$ cat config.mk
export PLATFORM = sky130hd
export DESIGN_NAME = mips_core
export DESIGN_NICKNAME = d
export VERILOG_FILES = /design/src/rtl/mips_ctrl_pkg.sv /design/src/rtl/mips_isa_pkg.sv /design/src/rtl/decode_if.sv /design/src/rtl/mips_core.sv /design/src/rtl/pc_unit.sv /design/src/rtl/exec_unit.sv /design/src/rtl/register_file.sv /design/src/rtl/instr_decoder.sv /design/src/rtl/cpu_sequencer.sv
export VERILOG_INCLUDE_DIRS = /design/src /design/src/include
export SDC_FILE = /design/constraint.sdc
export NUM_CORES = 2
export LEC_CHECK = 0
export BUFFER_PORTS_ARGS = -buffer_cell sky130_fd_sc_hd__buf_4
export CAP_MARGIN = 25
export CORE_ASPECT_RATIO = 0.5
export CORE_MARGIN = 10
export CORE_UTILIZATION = 45
export CTS_CLUSTER_DIAMETER = 50
export DETAILED_ROUTE_END_ITERATION = 10
export HOLD_SLACK_MARGIN = 0.02
export PLACE_DENSITY = 0.67
export SLEW_MARGIN = 30
export SYNTH_ARGS = -nofsm -noshare
export SYNTH_HDL_FRONTEND = slang
export SYNTH_HIERARCHICAL = 1
export SYNTH_SLANG_ARGS = --single-unit
$ cat constraint.sdc
create_clock -name clk -period 8.55 [get_ports clk]
set_input_delay 1.71 -clock clk [delete_from_list [all_inputs] [get_ports clk]]
set_output_delay 1.71 -clock clk [all_outputs]
set_load 0.05 [all_outputs]
$ cat src/include/mips_core_config.svh
`ifndef MIPS_CORE_CONFIG_SVH
`define MIPS_CORE_CONFIG_SVH

// datapath and bus width, address and data share it
`define MIPS_XLEN 32

// architectural register count, r0 hardwired to zero
`define MIPS_NREGS 32

// boot address after reset, kseg1 boot rom
`define MIPS_RESET_PC 32'hBFC00000

// a jump to this address ends execution
`define MIPS_HALT_PC 32'h00000000

`endif
$ cat src/rtl/mips_ctrl_pkg.sv
`default_nettype none

package mips_ctrl_pkg;

  // multi-cycle sequence, one instruction in flight
  typedef enum logic [2:0] {
    FETCH  = 3'b000,  // instruction read on the bus
    LATCH  = 3'b001,  // ir holds the word, decode settles
    MEM    = 3'b010,  // data access for lw/sw, one idle cycle otherwise
    EXEC   = 3'b011,  // register write and pc update at the end
    HALTED = 3'b100
  } cpu_state_t;

  typedef enum logic [2:0] {
    ALU_ADD = 3'd0,
    ALU_SUB = 3'd1,
    ALU_AND = 3'd2,
    ALU_OR  = 3'd3,
    ALU_XOR = 3'd4,
    ALU_SLT = 3'd5,  // signed compare
    ALU_LUI = 3'd6   // immediate into the upper half
  } alu_op_t;

  typedef struct packed {
    alu_op_t alu_op;
    logic    imm_zero_ext;  // andi/ori/xori
    logic    alu_src_imm;   // operand b from imm instead of rt
    logic    reg_write;
    logic    dest_is_rd;    // r-type writes rd, i-type writes rt
    logic    mem_read;
    logic    mem_write;
    logic    branch_ne;     // bne when set, beq otherwise
    logic    branch;
    logic    jump;
    logic    jumpreg;
  } ctrl_t;

endpackage

`default_nettype wire

$ cat src/rtl/mips_isa_pkg.sv
`default_nettype none

package mips_isa_pkg;

  // primary opcodes of the supported subset
  typedef enum logic [5:0] {
    OP_SPECIAL = 6'h00,  // r-type, see funct
    OP_J       = 6'h02,
    OP_BEQ     = 6'h04,
    OP_BNE     = 6'h05,
    OP_ADDIU   = 6'h09,
    OP_SLTI    = 6'h0A,
    OP_ANDI    = 6'h0C,
    OP_ORI     = 6'h0D,
    OP_XORI    = 6'h0E,
    OP_LUI     = 6'h0F,
    OP_LW      = 6'h23,
    OP_SW      = 6'h2B
  } opcode_t;

  // function codes under SPECIAL
  typedef enum logic [5:0] {
    FN_JR   = 6'h08,
    FN_ADDU = 6'h21,
    FN_SUBU = 6'h23,
    FN_AND  = 6'h24,
    FN_OR   = 6'h25,
    FN_XOR  = 6'h26,
    FN_SLT  = 6'h2A
  } funct_t;

  typedef struct packed {
    opcode_t    opcode;
    logic [4:0] rs;
    logic [4:0] rt;
    logic [4:0] rd;
    logic [4:0] shamt;   // unused, no shifts in this core
    funct_t     funct;
  } r_fmt_t;

  typedef struct packed {
    opcode_t     opcode;
    logic [4:0]  rs;
    logic [4:0]  rt;
    logic [15:0] imm;
  } i_fmt_t;

  typedef struct packed {
    opcode_t     opcode;
    logic [25:0] target;  // word index inside the current 256MB region
  } j_fmt_t;

  // one instruction word seen through all three formats
  typedef union packed {
    r_fmt_t r;
    i_fmt_t i;
    j_fmt_t j;
  } instr_u;

endpackage

`default_nettype wire

$ cat src/rtl/decode_if.sv
`timescale 1ns/100ps
`default_nettype none

`include "mips_core_config.svh"

// decoded instruction handed from decode to execute and pc logic
interface decode_if;
  import mips_ctrl_pkg::*;

  ctrl_t                ctrl;
  logic [`MIPS_XLEN-1:0] rs_data;
  logic [`MIPS_XLEN-1:0] rt_data;
  logic [`MIPS_XLEN-1:0] imm;      // already sign or zero extended
  logic [25:0]           jtarget;
  logic [4:0]            dest;     // rd or rt, chosen in decode

  modport decode (output ctrl, rs_data, rt_data, imm, jtarget, dest);
  modport exec   (input  ctrl, rs_data, rt_data, imm, jtarget, dest);

endinterface

`default_nettype wire

$ cat src/rtl/mips_core.sv
`timescale 1ns/100ps
`default_nettype none

`include "mips_core_config.svh"

module mips_core (
  input  logic                  clk,
  input  logic                  reset,
  output logic                  active,
  output logic [`MIPS_XLEN-1:0] register_v0,
  // avalon-mm master
  output logic [`MIPS_XLEN-1:0] address,
  output logic                  write,
  output logic                  read,
  input  logic                  waitrequest,
  output logic [`MIPS_XLEN-1:0] writedata,
  input  logic [`MIPS_XLEN-1:0] readdata
);

  mips_ctrl_pkg::cpu_state_t state;

  logic [`MIPS_XLEN-1:0] pc;
  logic [`MIPS_XLEN-1:0] mem_addr;     // word aligned data address
  logic                  halt_next;
  logic [4:0]            rs_addr, rt_addr, wr_addr;
  logic [`MIPS_XLEN-1:0] rs_data, rt_data, wr_data;
  logic                  reg_we;
  logic                  take_branch;

  decode_if dec_bus ();

  cpu_sequencer u_seq (
    .clk(clk), .reset(reset), .waitrequest(waitrequest),
    .mem_read(dec_bus.ctrl.mem_read), .mem_write(dec_bus.ctrl.mem_write),
    .pc(pc), .mem_addr(mem_addr),
    .state(state), .active(active), .read(read), .write(write),
    .address(address), .halt_next(halt_next)
  );

  instr_decoder u_dec (
    .clk(clk), .reset(reset), .state(state),
    .readdata(readdata), .waitrequest(waitrequest),
    .rs_addr(rs_addr), .rt_addr(rt_addr),
    .dec(dec_bus.decode),
    .rs_data(rs_data), .rt_data(rt_data)
  );

  register_file u_rf (
    .clk(clk), .reset(reset), .we(reg_we),
    .rs_addr(rs_addr), .rt_addr(rt_addr), .wr_addr(wr_addr),
    .wr_data(wr_data),
    .rs_data(rs_data), .rt_data(rt_data), .register_v0(register_v0)
  );

  exec_unit u_exec (
    .clk(clk), .reset(reset), .state(state), .waitrequest(waitrequest),
    .readdata(readdata), .ex(dec_bus.exec),
    .mem_addr(mem_addr), .writedata(writedata),
    .wr_addr(wr_addr), .wr_data(wr_data), .reg_we(reg_we),
    .take_branch(take_branch)
  );

  pc_unit u_pc (
    .clk(clk), .reset(reset), .state(state), .ex(dec_bus.exec),
    .take_branch(take_branch), .pc(pc), .halt_next(halt_next)
  );

endmodule

`default_nettype wire

$ cat src/rtl/pc_unit.sv
`timescale 1ns/100ps
`default_nettype none

`include "mips_core_config.svh"

module pc_unit (
  input  logic                      clk,
  input  logic                      reset,
  input  mips_ctrl_pkg::cpu_state_t state,
  decode_if.exec                    ex,
  input  logic                      take_branch,
  output logic [`MIPS_XLEN-1:0]     pc,
  output logic                      halt_next
);
  import mips_ctrl_pkg::*;

  logic [`MIPS_XLEN-1:0] pc_plus4, branch_addr, jump_addr, tgt_addr;
  logic [`MIPS_XLEN-1:0] tgt_q;    // target waiting behind the delay slot
  logic                  delay_q;  // current instruction is a delay slot
  logic                  redirect;
  logic [`MIPS_XLEN-1:0] next_pc;

  assign pc_plus4    = pc + 32'd4;
  assign branch_addr = pc_plus4 + {ex.imm[`MIPS_XLEN-3:0], 2'b00};  // offset from delay slot
  assign jump_addr   = {pc_plus4[31:28], ex.jtarget, 2'b00};

  assign tgt_addr = ex.ctrl.jumpreg ? ex.rs_data :
                    ex.ctrl.jump    ? jump_addr   : branch_addr;
  assign redirect = take_branch | ex.ctrl.jump | ex.ctrl.jumpreg;

  // delay slot runs from pc+4, the held target comes after it
  assign next_pc   = delay_q ? tgt_q : pc_plus4;
  assign halt_next = (next_pc == `MIPS_HALT_PC);

  always_ff @(posedge clk) begin
    if (reset) begin
      pc      <= `MIPS_RESET_PC;
      delay_q <= 1'b0;
    end else if (state == EXEC) begin
      pc      <= next_pc;
      delay_q <= redirect;
    end
  end

  always_ff @(posedge clk) begin
    if ((state == EXEC) && redirect) tgt_q <= tgt_addr;
  end

endmodule

`default_nettype wire

$ cat src/rtl/exec_unit.sv
`timescale 1ns/100ps
`default_nettype none

`include "mips_core_config.svh"

module exec_unit (
  input  logic                      clk,
  input  logic                      reset,
  input  mips_ctrl_pkg::cpu_state_t state,
  input  logic                      waitrequest,
  input  logic [`MIPS_XLEN-1:0]     readdata,
  decode_if.exec                    ex,
  output logic [`MIPS_XLEN-1:0]     mem_addr,
  output logic [`MIPS_XLEN-1:0]     writedata,
  output logic [4:0]                wr_addr,
  output logic [`MIPS_XLEN-1:0]     wr_data,
  output logic                      reg_we,
  output logic                      take_branch
);
  import mips_ctrl_pkg::*;

  logic [`MIPS_XLEN-1:0] op_a, op_b;
  logic [`MIPS_XLEN-1:0] alu_res;
  logic [`MIPS_XLEN-1:0] load_q;  // lw data held from MEM to EXEC

  assign op_a = ex.rs_data;
  assign op_b = ex.ctrl.alu_src_imm ? ex.imm : ex.rt_data;

  always_comb begin
    case (ex.ctrl.alu_op)
      ALU_ADD: alu_res = op_a + op_b;
      ALU_SUB: alu_res = op_a - op_b;
      ALU_AND: alu_res = op_a & op_b;
      ALU_OR:  alu_res = op_a | op_b;
      ALU_XOR: alu_res = op_a ^ op_b;
      ALU_SLT: alu_res = {31'b0, $signed(op_a) < $signed(op_b)};
      ALU_LUI: alu_res = {op_b[15:0], 16'b0};
      default: alu_res = '0;
    endcase
  end

  // low two bits dropped, all accesses are whole words
  assign mem_addr  = {alu_res[`MIPS_XLEN-1:2], 2'b00};
  assign writedata = ex.rt_data;  // sw stores rt

  always_ff @(posedge clk) begin
    if (reset) load_q <= '0;
    else if ((state == MEM) && ex.ctrl.mem_read && !waitrequest) load_q <= readdata;
  end

  // beq/bne compare the register operands directly
  assign take_branch = ex.ctrl.branch &&
                       (ex.ctrl.branch_ne ? (ex.rs_data != ex.rt_data)
                                          : (ex.rs_data == ex.rt_data));

  assign wr_addr = ex.dest;
  assign wr_data = ex.ctrl.mem_read ? load_q : alu_res;
  assign reg_we  = (state == EXEC) && ex.ctrl.reg_write;  // one-cycle write pulse

endmodule

`default_nettype wire

$ cat src/rtl/register_file.sv
`timescale 1ns/100ps
`default_nettype none

`include "mips_core_config.svh"

module register_file (
  input  logic                  clk,
  input  logic                  reset,
  input  logic                  we,
  input  logic [4:0]            rs_addr,
  input  logic [4:0]            rt_addr,
  input  logic [4:0]            wr_addr,
  input  logic [`MIPS_XLEN-1:0] wr_data,
  output logic [`MIPS_XLEN-1:0] rs_data,
  output logic [`MIPS_XLEN-1:0] rt_data,
  output logic [`MIPS_XLEN-1:0] register_v0
);

  logic [`MIPS_XLEN-1:0] regs [`MIPS_NREGS];

  always_ff @(posedge clk) begin
    if (reset) begin
      for (int i = 0; i < `MIPS_NREGS; i++) regs[i] <= '0;  // all registers start at zero
    end else if (we && (wr_addr != 5'd0)) begin
      regs[wr_addr] <= wr_data;  // r0 writes dropped
    end
  end

  // combinational reads with r0 held at zero by the write guard
  assign rs_data = regs[rs_addr];
  assign rt_data = regs[rt_addr];

  assign register_v0 = regs[2];  // $v0 is the result register seen outside

  // register 0 reads zero on both ports
  a_r0_zero: assert property (@(posedge clk) disable iff (reset)
    ((rs_addr != 5'd0) || (rs_data == '0)) && ((rt_addr != 5'd0) || (rt_data == '0)));

endmodule

`default_nettype wire

$ cat src/rtl/instr_decoder.sv
`timescale 1ns/100ps
`default_nettype none

`include "mips_core_config.svh"

module instr_decoder (
  input  logic                      clk,
  input  logic                      reset,
  input  mips_ctrl_pkg::cpu_state_t state,
  input  logic [`MIPS_XLEN-1:0]     readdata,
  input  logic                      waitrequest,
  output logic [4:0]                rs_addr,
  output logic [4:0]                rt_addr,
  decode_if.decode                  dec,
  input  logic [`MIPS_XLEN-1:0]     rs_data,
  input  logic [`MIPS_XLEN-1:0]     rt_data
);
  import mips_isa_pkg::*;
  import mips_ctrl_pkg::*;

  instr_u ir;  // instruction register
  ctrl_t  ctrl;

  // loaded when the fetch completes and cleared to a no-op on reset
  always_ff @(posedge clk) begin
    if (reset) ir <= '0;
    else if ((state == FETCH) && !waitrequest) ir <= instr_u'(readdata);
  end

  always_comb begin
    ctrl        = '0;
    ctrl.alu_op = ALU_ADD;
    case (ir.r.opcode)
      OP_SPECIAL: begin
        ctrl.reg_write  = 1'b1;
        ctrl.dest_is_rd = 1'b1;
        case (ir.r.funct)
          FN_ADDU: ctrl.alu_op = ALU_ADD;
          FN_SUBU: ctrl.alu_op = ALU_SUB;
          FN_AND:  ctrl.alu_op = ALU_AND;
          FN_OR:   ctrl.alu_op = ALU_OR;
          FN_XOR:  ctrl.alu_op = ALU_XOR;
          FN_SLT:  ctrl.alu_op = ALU_SLT;
          FN_JR: begin
            ctrl.reg_write = 1'b0;
            ctrl.jumpreg   = 1'b1;
          end
          default: ctrl.reg_write = 1'b0;  // unknown funct does nothing
        endcase
      end
      OP_ADDIU: {ctrl.alu_src_imm, ctrl.reg_write} = 2'b11;
      OP_SLTI: begin
        {ctrl.alu_src_imm, ctrl.reg_write} = 2'b11;
        ctrl.alu_op = ALU_SLT;
      end
      OP_ANDI, OP_ORI, OP_XORI: begin
        {ctrl.alu_src_imm, ctrl.reg_write, ctrl.imm_zero_ext} = 3'b111;
        ctrl.alu_op = (ir.i.opcode == OP_ANDI) ? ALU_AND :
                      (ir.i.opcode == OP_ORI)  ? ALU_OR  : ALU_XOR;
      end
      OP_LUI: begin
        {ctrl.alu_src_imm, ctrl.reg_write} = 2'b11;
        ctrl.alu_op = ALU_LUI;
      end
      OP_BEQ: ctrl.branch = 1'b1;
      OP_BNE: {ctrl.branch, ctrl.branch_ne} = 2'b11;
      OP_LW:  {ctrl.alu_src_imm, ctrl.reg_write, ctrl.mem_read} = 3'b111;
      OP_SW:  {ctrl.alu_src_imm, ctrl.mem_write} = 2'b11;  // address = rs + imm
      OP_J:   ctrl.jump = 1'b1;
      default: ;  // unknown opcodes leave every control low
    endcase
  end

  assign rs_addr = ir.r.rs;
  assign rt_addr = ir.r.rt;

  assign dec.ctrl    = ctrl;
  assign dec.rs_data = rs_data;
  assign dec.rt_data = rt_data;
  assign dec.imm     = ctrl.imm_zero_ext ? {16'b0, ir.i.imm}
                                         : {{16{ir.i.imm[15]}}, ir.i.imm};
  assign dec.jtarget = ir.j.target;
  assign dec.dest    = ctrl.dest_is_rd ? ir.r.rd : ir.i.rt;

endmodule

`default_nettype wire

$ cat src/rtl/cpu_sequencer.sv
`timescale 1ns/100ps
`default_nettype none

`include "mips_core_config.svh"

module cpu_sequencer (
  input  logic                      clk,
  input  logic                      reset,
  input  logic                      waitrequest,
  input  logic                      mem_read,   // lw in flight
  input  logic                      mem_write,  // sw in flight
  input  logic [`MIPS_XLEN-1:0]     pc,
  input  logic [`MIPS_XLEN-1:0]     mem_addr,
  output mips_ctrl_pkg::cpu_state_t state,
  output logic                      active,
  output logic                      read,
  output logic                      write,
  output logic [`MIPS_XLEN-1:0]     address,
  input  logic                      halt_next   // next pc is the halt address
);
  import mips_ctrl_pkg::*;

  logic mem_op;
  assign mem_op = mem_read | mem_write;

  always_ff @(posedge clk) begin
    if (reset) begin
      state  <= FETCH;
      active <= 1'b1;
    end else begin
      case (state)
        FETCH:  if (!waitrequest) state <= LATCH;   // word arrives this cycle
        LATCH:  state <= MEM;
        MEM:    if (!mem_op || !waitrequest) state <= EXEC;
        EXEC: begin
          if (halt_next) begin
            state  <= HALTED;
            active <= 1'b0;
          end else begin
            state <= FETCH;
          end
        end
        default: state <= HALTED;  // halted stays put until reset
      endcase
    end
  end

  // bus strobes follow the state directly, held while waitrequest is high
  assign read    = (state == FETCH) || ((state == MEM) && mem_read);
  assign write   = (state == MEM) && mem_write;
  assign address = (state == MEM) ? mem_addr : pc;  // data address only in MEM

  a_no_rd_wr: assert property (@(posedge clk) disable iff (reset)
    !(read && write));

  // a stalled request keeps address and strobes until accepted
  a_hold_req: assert property (@(posedge clk) disable iff (reset)
    ((read || write) && waitrequest) |=>
      ($stable(address) && $stable(read) && $stable(write)));

endmodule

`default_nettype wire

==> results.cfg <==
[setup_path]
worst_path_most_repeated_cell = a21oi_1
worstPathRequired_ns = 6.84
critPathKind = register to output pin
worst-path-buf-inv = 2
cp_slowest_cell = o311ai_0
critical_path.max_fanout = 26
endpoint_kind = output pin
cp_data_arrival_time_ns = 6.78
cp_cell_sequence = and2_4 -> a22o_1 -> nor3_1 -> a31oi_1 -> nand3_1 -> inv_1 -> ha_1 -> nor2_1 -> o311ai_0 -> a311oi_2 -> a221o_1 -> a21oi_1 -> o21bai_1 -> a21oi_1 -> mux2i_1 -> nand4_1 -> mux2_2 -> buf_4
cp_top_family = compound AO/OA/AOI/OAI gates
max_stage_delay_ns = 0.55
startpoint_type = register

[finish]
fin_nets = 6759
fin_cells = 8852
syn2layout_area_growth_pct = 8.77
drive_gt1_share_pct = 12.0

[clock_network]
root_buffer = clkbuf_16
clkSinkCount = 1157
numCtsBuffers = 112
clk_path_buf_depth = 3
clk_pin_slew_ns = 0.07
h-tree-depth = 3
postCtsHoldBufs = 0
clk_latency_ns = 0.78
cts_tree = yes

[grt]
grt_usage_pct = 27.4
grt_pass1_wl_mm = 367
grt_pass1_vias = 51900
antenna_found_initial = 16
overflow = 0
grt_max_degree = 84

[detailed_routing]
wl_met2_mm = 110
vias = 55100
drc_errors = 0
avgRoutedWirePerCell_um = 29.3
topRoutingLayerUsed = met5
via_per_inst = 6.23
drt-initial-drc-count = 7818
ant_nets = 0
wl_met3_mm = 32.2
drt_wl_total_mm = 259
first_pass_iters = 8
wl_met1_mm = 108

[timing]
fin_worst_skew_ns = 0.0720
setup_violations = 0
slew_headroom_pct = 31.2
holdWs_ns = 0.450
rsz0062_at_grt = yes
hold_viol = 0
min_period_over_period_pct = 99.3
maxSlewViolCount = 0
finalWorstPathRequiredPeriod_ns = 8.49
tightest_slew_ns = 1.03
max_freq_ghz = 0.118

[floorplanning]
initial_core_util_pct = 45.2
die_y_um = 304
rows = 104
io-pin-count = 134
fp.dieW_um = 588
die-area_um2 = 179000
core_um2 = 160000

[placed_design]
gp_congestion = 1.02
dpl.hpwl_mm = 171
placedCellCount = 8611
portBuffers = 133

[min_path]
hold_path_class = register to register

[run]
drv_cap = 0

[power_and_ir_drop]
leakage_uw = 0.0282
ir_drop_mv = 0.199
power_density_nw_per_um2 = 230

[yosys]
yosys_warnings = 6
syn_area_per_cell_um2 = 10.7
synth_area_um2 = 72500
syn_inst = 6775

[status]
status = finished, final reports clean
path summary, 6_finish.rpt:
kind | start | end | slack, ns | depth (start not counted)
worst max-delay path | u_dec/ir[21]$_SDFFE_PP0P_ | address[29] | 0.06 | 18
worst min-delay path | u_exec/load_q[28]$_SDFFE_PP0P_ | u_exec/load_q[28]$_SDFFE_PP0P_ | 0.45 | 2
worst max register to register | u_dec/ir[21]$_SDFFE_PP0P_ | u_rf/regs[19][27]$_SDFFCE_PN0P_ | 1.87 | 18
worst min register to register | u_exec/load_q[28]$_SDFFE_PP0P_ | u_exec/load_q[28]$_SDFFE_PP0P_ | 0.45 | 2
worst min-delay path: cells and delay by family, from the launching register on:
family          cells  cell delay [ns]
flops               1             0.30
simple gates        1             0.05
compound gates      1             0.05
cells in the final DEF, fill, tap and decap left out, types with 20 or more instances in the layout:
master     count
o21ai_0       79
xor2_1        54
nor4_1        24
mux2i_1     1082
clkbuf_16    114
nor2_1       169
nor3_1       104
nand3_1      208
mux2_2        67
or2_4         21
a31oi_1       54
nand4_1       20
inv_1        113
conb_1        34
nand2_1      453
a22oi_1      203
buf_12        31
a21o_1        27
ha_1         142
edfxtp_1    1056
buf_4        353
xnor2_1       60
o21a_1        24
o21bai_1      23
dfxtp_1       96
a21oi_1      412
o22ai_1       23
clkbuf_1      36
o211ai_1      21
and2_1       999
a22o_1       129
timing repair:
item,in CTS,in global routing
setup endpoints to repair,8,19
pin swaps,0,1
setup buffers,7,16
gates resized for setup,15,42
cloned,0,1
power breakdown:
part           leakage [uW]  switching, uW  total [uW]  internal, uW
sequential           0.0117            145        6500          6360
clock               0.00177           2330        5080          2750
combinational        0.0148           4820        6560          1740
layer usage:
layer	track usage [%]	up-vias
li1	-	23900
met3	7.16	461
met5	0	-
met4	9.63	4
met2	40.2	3289
met1	38.8	27500
state kept, by name (all words and copies together) (netlist names):
signal	flops
u_seq/state	3
u_pc/tgt_q	32
u_pc/pc	32
u_seq/active	1
u_exec/load_q	32
u_pc/delay_q	1
u_rf/regs	1024
u_dec/ir	32
per-stage QoR:
| stage | setup TNS, ns | worst slack, ns | power [uW] | util (%) | area (um^2) |
|---|---|---|---|---|---|
| final | 0 | 0.0567 | 18100 | 49.1 | 78800 |
| after global routing | -0.0580 | -0.0580 | 18600 | 49.1 | 78800 |
| after CTS | 0 | 0.00792 | 17800 | 48.8 | 78400 |
| after detailed placement | 0 | 0.686 | 12800 | 46.5 | 74600 |
| after global placement | 0 | 0.736 | 12800 | 46.4 | 74400 |
| after floorplan | 0 | 1.41 | 10500 | - | 72600 |
layout make-up:
type	count	area [um^2]
clock inverters	52	576
repair buffers	395	3500
flip-flops and latches	1157	33700
fillers	14200	81600
well taps	2173	2720
clock buffers	158	3090
inverters	114	428
diodes	5	12.5
multi-input cells	4798	34800
Power figures use the tool's default switching activity.
